## src/hw/muldiv_macros.svh

```systemverilog
`ifndef MULDIV_MACROS_SVH
`define MULDIV_MACROS_SVH

// ==================================================
// datapath sizing
// ==================================================

`define MD_XLEN 32

// rename register id width
`define MD_RNID_W 6

// reservation station slots and one-hot index width
`define MD_RV_ENTRY_SIZE 16

// multiplier bits retired per pipeline stage (4, 8 or 16)
`define MD_MUL_UNROLL 8

`endif

```

## src/hw/muldiv_pkg.sv

```systemverilog
`include "muldiv_macros.svh"

package muldiv_pkg;

  // ==================================================
  // opcodes and register classes
  // ==================================================

  // same order as the M-extension funct3 field
  typedef enum logic [2:0] {
    MUL    = 3'd0,
    MULH   = 3'd1,
    MULHSU = 3'd2,
    MULHU  = 3'd3,
    DIV    = 3'd4,
    DIVU   = 3'd5,
    REM    = 3'd6,
    REMU   = 3'd7
  } md_op_t;

  typedef enum logic {
    GPR = 1'b0,
    FPR = 1'b1
  } md_reg_t;

  // ==================================================
  // tag and result channel
  // ==================================================

  typedef struct packed {
    logic [`MD_RNID_W-1:0]        rd_rnid;
    md_reg_t                      rd_type;
    logic [`MD_RV_ENTRY_SIZE-1:0] index_oh;  // one-hot rs slot
  } md_tag_t;

  typedef struct packed {
    logic                valid;
    logic [`MD_XLEN-1:0] res;
    md_tag_t             tag;
  } md_res_t;

  // ==================================================
  // divider FSM
  // ==================================================

  typedef enum logic [1:0] {
    IDLE = 2'd0,
    RUN  = 2'd1,  // shift-subtract steps and fix-up after the load
    DONE = 2'd2   // result held until granted
  } md_div_state_t;

endpackage

```

## src/hw/mul_pipe.sv

```systemverilog
`include "muldiv_macros.svh"

module mul_pipe
  import muldiv_pkg::*;
#(
  parameter int MUL_UNROLL = `MD_MUL_UNROLL
) (
  input  logic                i_clk,
  input  logic                i_reset_n,
  input  logic                i_start,
  input  md_op_t              i_op,
  input  md_tag_t             i_tag,
  input  logic [`MD_XLEN-1:0] i_rs1,
  input  logic [`MD_XLEN-1:0] i_rs2,
  output logic                o_valid,
  output logic [`MD_XLEN-1:0] o_res,
  output md_tag_t             o_tag
);

  localparam int XLEN     = `MD_XLEN;
  localparam int MUL_STEP = (XLEN + MUL_UNROLL - 1) / MUL_UNROLL;
  localparam int PROD_W   = 2 * XLEN + 2;  // full 33 x 33 product
  localparam int PART_W   = XLEN + MUL_UNROLL + 2;

  typedef struct packed {
    md_op_t            op;
    md_tag_t           tag;
    logic [XLEN:0]     mplier;  // extended rs1
    logic [XLEN:0]     mcand;   // extended rs2
    logic [PROD_W-1:0] acc;     // running partial product
  } mul_stage_t;

  logic       w_rs1_signed;
  logic       w_rs2_signed;
  mul_stage_t w_in;

  logic [MUL_STEP:1] r_valid;
  mul_stage_t        r_stage [1:MUL_STEP];
  mul_stage_t        w_next  [0:MUL_STEP-1];
  mul_stage_t        w_last;

  // ==================================================
  // operand extension
  // ==================================================

  assign w_rs1_signed = (i_op == MUL) || (i_op == MULH) || (i_op == MULHSU);
  assign w_rs2_signed = (i_op == MUL) || (i_op == MULH);

  assign w_in = '{
    op:     i_op,
    tag:    i_tag,
    mplier: {w_rs1_signed & i_rs1[XLEN-1], i_rs1},
    mcand:  {w_rs2_signed & i_rs2[XLEN-1], i_rs2},
    acc:    '0
  };

  // ==================================================
  // one multiplier group per stage
  // ==================================================

  for (genvar s = 0; s < MUL_STEP; s++) begin : g_stage
    mul_stage_t                 w_cur;
    logic [MUL_UNROLL-1:0]      w_group;
    logic                       w_top;
    logic signed [MUL_UNROLL:0] w_digit;
    logic signed [XLEN:0]       w_mcand;
    logic signed [PART_W-1:0]   w_part;
    logic [PROD_W-1:0]          w_acc;

    if (s == 0) begin : g_first
      assign w_cur = w_in;
    end else begin : g_later
      assign w_cur = r_stage[s];
    end

    // sign bit of rs1 rides on the top group with negative weight
    assign w_top   = (s == MUL_STEP - 1) ? w_cur.mplier[XLEN] : 1'b0;
    assign w_group = w_cur.mplier[MUL_UNROLL*s +: MUL_UNROLL];
    assign w_digit = {w_top, w_group};
    assign w_mcand = w_cur.mcand;
    assign w_part  = PART_W'(w_digit) * PART_W'(w_mcand);
    assign w_acc   = w_cur.acc + (PROD_W'(w_part) << (MUL_UNROLL * s));

    assign w_next[s] = '{
      op:     w_cur.op,
      tag:    w_cur.tag,
      mplier: w_cur.mplier,
      mcand:  w_cur.mcand,
      acc:    w_acc
    };
  end

  // ==================================================
  // pipeline registers
  // ==================================================

  always_ff @(posedge i_clk or negedge i_reset_n) begin
    if (!i_reset_n) begin
      r_valid <= '0;
    end else begin
      r_valid <= {r_valid[MUL_STEP-1:1], i_start};
    end
  end

  always_ff @(posedge i_clk) begin
    for (int s = 0; s < MUL_STEP; s++) begin
      r_stage[s+1] <= w_next[s];
    end
  end

  assign w_last = r_stage[MUL_STEP];

  assign o_valid = r_valid[MUL_STEP];
  assign o_tag   = w_last.tag;
  assign o_res   = (w_last.op == MUL) ? w_last.acc[XLEN-1:0]     // low half
                                      : w_last.acc[2*XLEN-1:XLEN];

endmodule

```

## src/hw/div_unit.sv

```systemverilog
`include "muldiv_macros.svh"

module div_unit
  import muldiv_pkg::*;
(
  input  logic                i_clk,
  input  logic                i_reset_n,
  input  logic                i_start,
  input  md_op_t              i_op,
  input  md_tag_t             i_tag,
  input  logic [`MD_XLEN-1:0] i_rs1,
  input  logic [`MD_XLEN-1:0] i_rs2,
  input  logic                i_grant,
  output logic                o_busy,
  output logic                o_valid,
  output logic [`MD_XLEN-1:0] o_res,
  output md_tag_t             o_tag
);

  localparam int XLEN  = `MD_XLEN;
  localparam int CNT_W = $clog2(XLEN + 1);

  typedef struct packed {
    md_op_t          op;
    md_tag_t         tag;
    logic [XLEN-1:0] dividend;  // raw rs1
    logic            neg_q;
    logic            neg_r;
    logic            by_zero;
    logic            ovf;
  } div_ctx_t;

  md_div_state_t r_state;
  logic [CNT_W-1:0] r_cnt;

  div_ctx_t        r_ctx;
  logic [XLEN-1:0] r_divisor;
  logic [XLEN-1:0] r_quot;  // quotient shifts in as the dividend shifts out
  logic [XLEN-1:0] r_rem;
  logic [XLEN-1:0] r_res;

  logic            w_signed;
  logic            w_rs1_neg;
  logic            w_rs2_neg;
  logic [XLEN-1:0] w_rs1_mag;
  logic [XLEN-1:0] w_rs2_mag;
  div_ctx_t        w_ctx;

  logic            w_load;
  logic            w_last;
  logic [XLEN:0]   w_shift;
  logic [XLEN+1:0] w_diff;
  logic            w_ge;

  logic [XLEN-1:0] w_quot_fix;
  logic [XLEN-1:0] w_rem_fix;
  logic [XLEN-1:0] w_q;
  logic [XLEN-1:0] w_r;
  logic [XLEN-1:0] w_res_fix;

  // ==================================================
  // operand load
  // ==================================================

  assign w_signed  = (i_op == DIV) || (i_op == REM);
  assign w_rs1_neg = w_signed & i_rs1[XLEN-1];
  assign w_rs2_neg = w_signed & i_rs2[XLEN-1];
  assign w_rs1_mag = w_rs1_neg ? -i_rs1 : i_rs1;
  assign w_rs2_mag = w_rs2_neg ? -i_rs2 : i_rs2;

  assign w_ctx = '{
    op:       i_op,
    tag:      i_tag,
    dividend: i_rs1,
    neg_q:    w_rs1_neg ^ w_rs2_neg,
    neg_r:    w_rs1_neg,  // remainder follows the dividend
    by_zero:  (i_rs2 == '0),
    ovf:      w_signed && (i_rs1 == {1'b1, {(XLEN-1){1'b0}}}) && (i_rs2 == '1)
  };

  assign w_load = (r_state == IDLE) && i_start;
  assign w_last = (r_state == RUN) && (r_cnt == CNT_W'(XLEN));

  // ==================================================
  // restoring step
  // ==================================================

  assign w_shift = {r_rem, r_quot[XLEN-1]};
  assign w_diff  = {1'b0, w_shift} - {2'b00, r_divisor};
  assign w_ge    = ~w_diff[XLEN+1];  // no borrow

  // ==================================================
  // fix-up
  // ==================================================

  assign w_quot_fix = r_ctx.neg_q ? -r_quot : r_quot;
  assign w_rem_fix  = r_ctx.neg_r ? -r_rem : r_rem;

  always_comb begin
    w_q = w_quot_fix;
    w_r = w_rem_fix;
    if (r_ctx.by_zero) begin
      w_q = '1;
      w_r = r_ctx.dividend;
    end else if (r_ctx.ovf) begin
      w_q = r_ctx.dividend;  // min / -1
      w_r = '0;
    end
    w_res_fix = ((r_ctx.op == DIV) || (r_ctx.op == DIVU)) ? w_q : w_r;
  end

  // ==================================================
  // FSM
  // ==================================================

  always_ff @(posedge i_clk or negedge i_reset_n) begin
    if (!i_reset_n) begin
      r_state <= IDLE;
      r_cnt   <= '0;
    end else begin
      case (r_state)
        IDLE: begin
          if (i_start) begin
            r_state <= RUN;
            r_cnt   <= '0;
          end
        end
        RUN: begin
          r_cnt <= r_cnt + 1'b1;
          if (w_last) begin
            r_state <= DONE;
          end
        end
        DONE: begin
          if (i_grant) begin
            r_state <= IDLE;  // port was ours this cycle
          end
        end
        default: r_state <= IDLE;
      endcase
    end
  end

  always_ff @(posedge i_clk) begin
    if (w_load) begin
      r_ctx     <= w_ctx;
      r_divisor <= w_rs2_mag;
      r_quot    <= w_rs1_mag;
      r_rem     <= '0;
    end else if (w_last) begin
      r_res <= w_res_fix;
    end else if (r_state == RUN) begin
      r_quot <= {r_quot[XLEN-2:0], w_ge};
      r_rem  <= w_ge ? w_diff[XLEN-1:0] : w_shift[XLEN-1:0];
    end
  end

  assign o_busy  = (r_state != IDLE);
  assign o_valid = (r_state == DONE) && i_grant;
  assign o_res   = r_res;
  assign o_tag   = r_ctx.tag;

endmodule

```

## src/hw/muldiv_pipe.sv

```systemverilog
`include "muldiv_macros.svh"

module muldiv_pipe
  import muldiv_pkg::*;
(
  input  logic                i_clk,
  input  logic                i_reset_n,
  input  logic                i_valid,
  input  md_op_t              i_op,
  input  md_tag_t             i_tag,
  input  logic [`MD_XLEN-1:0] i_rs1,
  input  logic [`MD_XLEN-1:0] i_rs2,
  output logic                o_stall,
  output logic                o_valid,
  output logic [`MD_XLEN-1:0] o_res,
  output md_tag_t             o_tag
);

  logic w_is_div;
  logic w_accept;
  logic w_mul_start;
  logic w_div_start;

  logic                w_mul_valid;
  logic [`MD_XLEN-1:0] w_mul_res;
  md_tag_t             w_mul_tag;

  logic                w_div_busy;
  logic                w_div_grant;
  logic                w_div_valid;
  logic [`MD_XLEN-1:0] w_div_res;
  md_tag_t             w_div_tag;

  md_res_t w_mul_ch;
  md_res_t w_div_ch;
  md_res_t w_out;

  // ==================================================
  // dispatch
  // ==================================================

  assign w_is_div    = i_op inside {DIV, DIVU, REM, REMU};
  assign w_accept    = i_valid & ~o_stall;  // dropped while stalled
  assign w_mul_start = w_accept & ~w_is_div;
  assign w_div_start = w_accept & w_is_div;

  mul_pipe #(
    .MUL_UNROLL (`MD_MUL_UNROLL)
  ) u_mul_pipe (
    .i_clk     (i_clk),
    .i_reset_n (i_reset_n),
    .i_start   (w_mul_start),
    .i_op      (i_op),
    .i_tag     (i_tag),
    .i_rs1     (i_rs1),
    .i_rs2     (i_rs2),
    .o_valid   (w_mul_valid),
    .o_res     (w_mul_res),
    .o_tag     (w_mul_tag)
  );

  div_unit u_div_unit (
    .i_clk     (i_clk),
    .i_reset_n (i_reset_n),
    .i_start   (w_div_start),
    .i_op      (i_op),
    .i_tag     (i_tag),
    .i_rs1     (i_rs1),
    .i_rs2     (i_rs2),
    .i_grant   (w_div_grant),
    .o_busy    (w_div_busy),
    .o_valid   (w_div_valid),
    .o_res     (w_div_res),
    .o_tag     (w_div_tag)
  );

  // ==================================================
  // result port
  // ==================================================

  assign w_div_grant = ~w_mul_valid;  // multiplier has priority

  assign w_mul_ch = '{valid: w_mul_valid, res: w_mul_res, tag: w_mul_tag};
  assign w_div_ch = '{valid: w_div_valid, res: w_div_res, tag: w_div_tag};
  assign w_out    = w_div_ch.valid ? w_div_ch : w_mul_ch;

  assign o_valid = w_out.valid;
  assign o_res   = w_out.res;
  assign o_tag   = w_out.tag;
  assign o_stall = w_div_busy;

endmodule

```

## config.mk

```make
export PLATFORM = sky130hd
export DESIGN_NAME = muldiv_pipe
export DESIGN_NICKNAME = d
export VERILOG_FILES = /design/src/hw/muldiv_pkg.sv /design/src/hw/mul_pipe.sv /design/src/hw/div_unit.sv /design/src/hw/muldiv_pipe.sv
export VERILOG_INCLUDE_DIRS = /design/src /design/src/hw
export SDC_FILE = /design/constraint.sdc
export NUM_CORES = 2
export LEC_CHECK = 0
export BUFFER_PORTS_ARGS = -buffer_cell sky130_fd_sc_hd__buf_4
export CORE_MARGIN = 4
export CORE_UTILIZATION = 59
export CTS_CLUSTER_DIAMETER = 120
export DETAILED_ROUTE_END_ITERATION = 6
export GPL_TIMING_DRIVEN = 0
export PLACE_DENSITY = 0.76
export RECOVER_POWER = 50
export SKIP_LAST_GASP = 1
export SYNTH_ARGS = -nofsm -noshare
export SYNTH_HDL_FRONTEND = slang
export SYNTH_SLANG_ARGS = --single-unit
```

## constraint.sdc

```tcl
create_clock -name i_clk -period 10.09 [get_ports i_clk]
set_input_delay 1.5135 -clock i_clk [delete_from_list [all_inputs] [get_ports i_clk]]
set_output_delay 1.5135 -clock i_clk [all_outputs]
set_load 0.05 [all_outputs]
```

==> impl_metrics.env <==
export IMPL_firstDrtPassIters=7
export IMPL_overflow=0
export IMPL_route_detailed_wl_per_inst_um=21.15
export IMPL_fin_nets=8530
export IMPL_worstMarginPinSlew_ns=4.641
export IMPL_dr_wl_met3_mm=15.08
export IMPL_grt_antenna_before_repair=11
export IMPL_finalHoldViolations=0
export IMPL_cp_start_kind="flop"
export IMPL_synth_ff_type="dfxtp_1"
export IMPL_grt_max_degree=100
export IMPL_viasPerCell=5.762
export IMPL_postCtsSetupRepairBufs=0
export IMPL_ctsResizeCount=0
export IMPL_cts_reportedPaths_clkPinSlew_ns=0.06
export IMPL_met1Wirelength_mm=75.55
export IMPL_layout_common_cells="1046 x inv_1, 847 x fa_1, 713 x nand2_1"
export IMPL_drive_gt1_share_pct=3.777
export IMPL_chipWidth_um=339.6
export IMPL_rows=121
export IMPL_setup_violations=0
export IMPL_syn_num_nets=8303
export IMPL_highest_layer="met5"
export IMPL_min_to="u_mul_pipe.r_stage[0][482]"
export IMPL_seq_area_frac_synth_pct=23.78
export IMPL_grt_pass1_wl_mm=284.6
export IMPL_cp_arrival_ns=9.89
export IMPL_instances_no_fill=8569
export IMPL_layout_commonest_cell="inv_1"
export IMPL_htreeDepth=3
export IMPL_slowest_stage="dfxtp_1"
export IMPL_drv_cap=2
export IMPL_grtUsageTotal_pct=31.61
export IMPL_postCtsHoldBufs=0
export IMPL_synth_edf_count=157
export IMPL_hold_depth=0
export IMPL_ys_warn_count=0
export IMPL_cts_made_buffers=75
export IMPL_via_count=49380
export IMPL_cp_max_fo=10
export IMPL_drc=7
export IMPL_min_period_over_period_pct=92.97
export IMPL_rsz0062_at_grt="no"
export IMPL_dp_hpwl_mm=147.9
export IMPL_place_gp_congestion=0.9584
export IMPL_core_area_um2=109000
export IMPL_fp_dieArea_um2=115300
export IMPL_worstSkewPairLatency_ns=0.65
export IMPL_drtAntennaViolNets=0
export IMPL_critPathCaptureType="flop"
export IMPL_synth_ff_latch_count=689
export IMPL_syn_mean_instance_area_um2=9.457
export IMPL_area_delta_synth_final_pct=8.137
export IMPL_rrSetupSlack_ns=0.71
export IMPL_r2r_end="u_mul_pipe.r_stage[0][376]"
export IMPL_synth_cell_types=80
export IMPL_wirelength_mm=181.2
export IMPL_fin_tns_setup_ns=0
export IMPL_min_delay_start="u_mul_pipe.r_stage[0][324]"
export IMPL_finalCriticalPeriod_ns=9.381
export IMPL_hold_class="reg2reg"
export IMPL_wl_met2_mm=81.96
export IMPL_fin_worst_skew_ns=0.04004
export IMPL_fill_cells=8905
export IMPL_slew_headroom_pct=-211.1
export IMPL_cts_sinks=689
export IMPL_clockBufferDepth=3
export IMPL_placed_cells=8422
export IMPL_r2r_cells=30
export IMPL_fmax_mhz=106.6
export IMPL_outcome="finished with violations"
export IMPL_cts_root_buf="clkbuf_16"
export IMPL_synth_area_um2=64860
export IMPL_start_util_pct=59.50
export IMPL_portBuffers=149
export IMPL_die_y_um=339.6
export IMPL_cts_tree="built"
export IMPL_top_level_ports=150
export IMPL_violations="design-rule violations, max-capacitance violations, max-slew violations"
export IMPL_grt_pass1_vias=50810
export IMPL_synthCells=6858
export IMPL_finalMaxSlewViolations=133
export IMPL_drt_initial_drc_count=4275
export IMPL_critPathMaxStageDelay_ns=0.76
export IMPL_cp_data_required_time_ns=10.60
export IMPL_crit_type="reg2reg"
export IMPL_crit_reg2reg_launch="u_mul_pipe.r_stage[0][267]"
export IMPL_async_reset_ff_share_pct=1.742
layout make-up:
cell class                 count  area [µm²]  share of cell area [%]
antenna                        7       17.52                 0.02498
buffer                       222       843.3                   1.202
clock buffer                  97        2081                   2.967
clock inverter                43       564.3                  0.8046
inverter                    1048        3935                   5.611
multi-input combinational   4899       44650                   63.67
sequential                   689       15420                   21.99
tap                         1414        1769                   2.523
timing repair buffer         150       844.6                   1.204
critical path: cells and delay by family, from the launching register on:
kind                     cells  cell delay [ns]
XOR/XNOR                     1             0.13
adder cells (fa/ha/maj)      6             2.71
AO/OA/AOI/OAI               13             3.68
flip-flops                   1             0.76
buffers and inverters        4             0.66
AND/OR/NAND/NOR              6             1.26
through the flow:
stage | cell area (µm²) | hold slack [ns] | setup slack (ns) | util, %
6_report | 70130 | 0.3197 | 0.7090 | 64.34
4_1_cts | 70420 | 0.3208 | 0.9190 | 64.60
3_5_place_dp | 67770 | 0.3121 | 0.9970 | 62.17
2_1_floorplan | 64860 | 0.3096 | 2.803 | -
5_1_grt | 70120 | 0.3244 | 0.2911 | 64.33
3_3_place_gp | 67740 | 0.3097 | 1.038 | 62.15
worst max path at each step:
stage,startpoint,end,slack (ns),cells after the start
after floorplan,i_rs1[0],u_mul_pipe.r_stage[0][197],2.80,22
after global placement,u_mul_pipe.r_stage[0][270],u_mul_pipe.r_stage[0][378],1.04,29
after detailed placement,u_mul_pipe.r_stage[0][270],u_mul_pipe.r_stage[0][376],1.0,29
after CTS,u_mul_pipe.r_stage[0][270],u_mul_pipe.r_stage[0][376],0.92,29
after global routing,u_mul_pipe.r_stage[0][270],u_mul_pipe.r_stage[0][376],0.29,29
final,u_mul_pipe.r_stage[0][267],u_mul_pipe.r_stage[0][376],0.71,30
cells in the mapped netlist, types with 26 or more instances:
master    number  area, µm²
and3_1        30      187.7
nor3_1        59      295.3
o31ai_1       35      262.8
nand2b_1      53      331.6
clkbuf_1     214      803.3
xnor2_1      315       2759
o21a_1        44      330.3
ha_1         505       6319
o21ai_0      281       1406
a21o_1       155       1164
o21bai_1      46      345.3
nand3_1       64      320.3
edfxtp_1     157       4715
xor2_1       100      875.8
a211oi_1      26      195.2
a22oi_1       35      262.8
nand2_1      713       2676
nor2b_1       73      456.7
and2_1       644       4029
nor2_1       199      747.0
dfxtp_1      520      10410
fa_1         847      16960
o211ai_1      40      300.3
nand4_1       32      200.2
mux2i_1       56      560.5
a21oi_1      275       1376
inv_1       1047       3930
logic make-up after synthesis:
group,after synthesis,share of synthesized area (%)
and+or+nand+nor,1944,15.11
DFF,689,23.78
muxes,81,1.298
adders and majority gates,1352,35.89
AOI/OAI and AO/OA,1106,10.92
buffers and inverters,1270,7.366
xor gates and xnor gates,416,5.641
flip-flops by register name (all words and copies together) (netlist names):
| register | count |
|---|---|
| u_mul_pipe.r_stage | 488 |
| u_div_unit.r_ctx | 38 |
| u_div_unit.o_res | 32 |
| u_div_unit.r_divisor | 32 |
| u_div_unit.r_quot | 32 |
| u_div_unit.r_rem | 32 |
| u_div_unit.o_tag | 23 |
| u_div_unit.r_cnt | 6 |
| u_mul_pipe.r_valid | 4 |
| u_div_unit.r_state | 2 |
layer usage:
| layer | vias up | global-route usage (%) |
|---|---|---|
| met4 | 2 | 12.95 |
| met2 | 1977 | 50.41 |
| li1 | 22530 | - |
| met3 | 391 | 5.557 |
| met5 | - | 0 |
| met1 | 24480 | 43.01 |
Power is left out: the tool's default activity adds up to more than one toggle a clock period on the data nets, which glitch-free logic cannot reach.
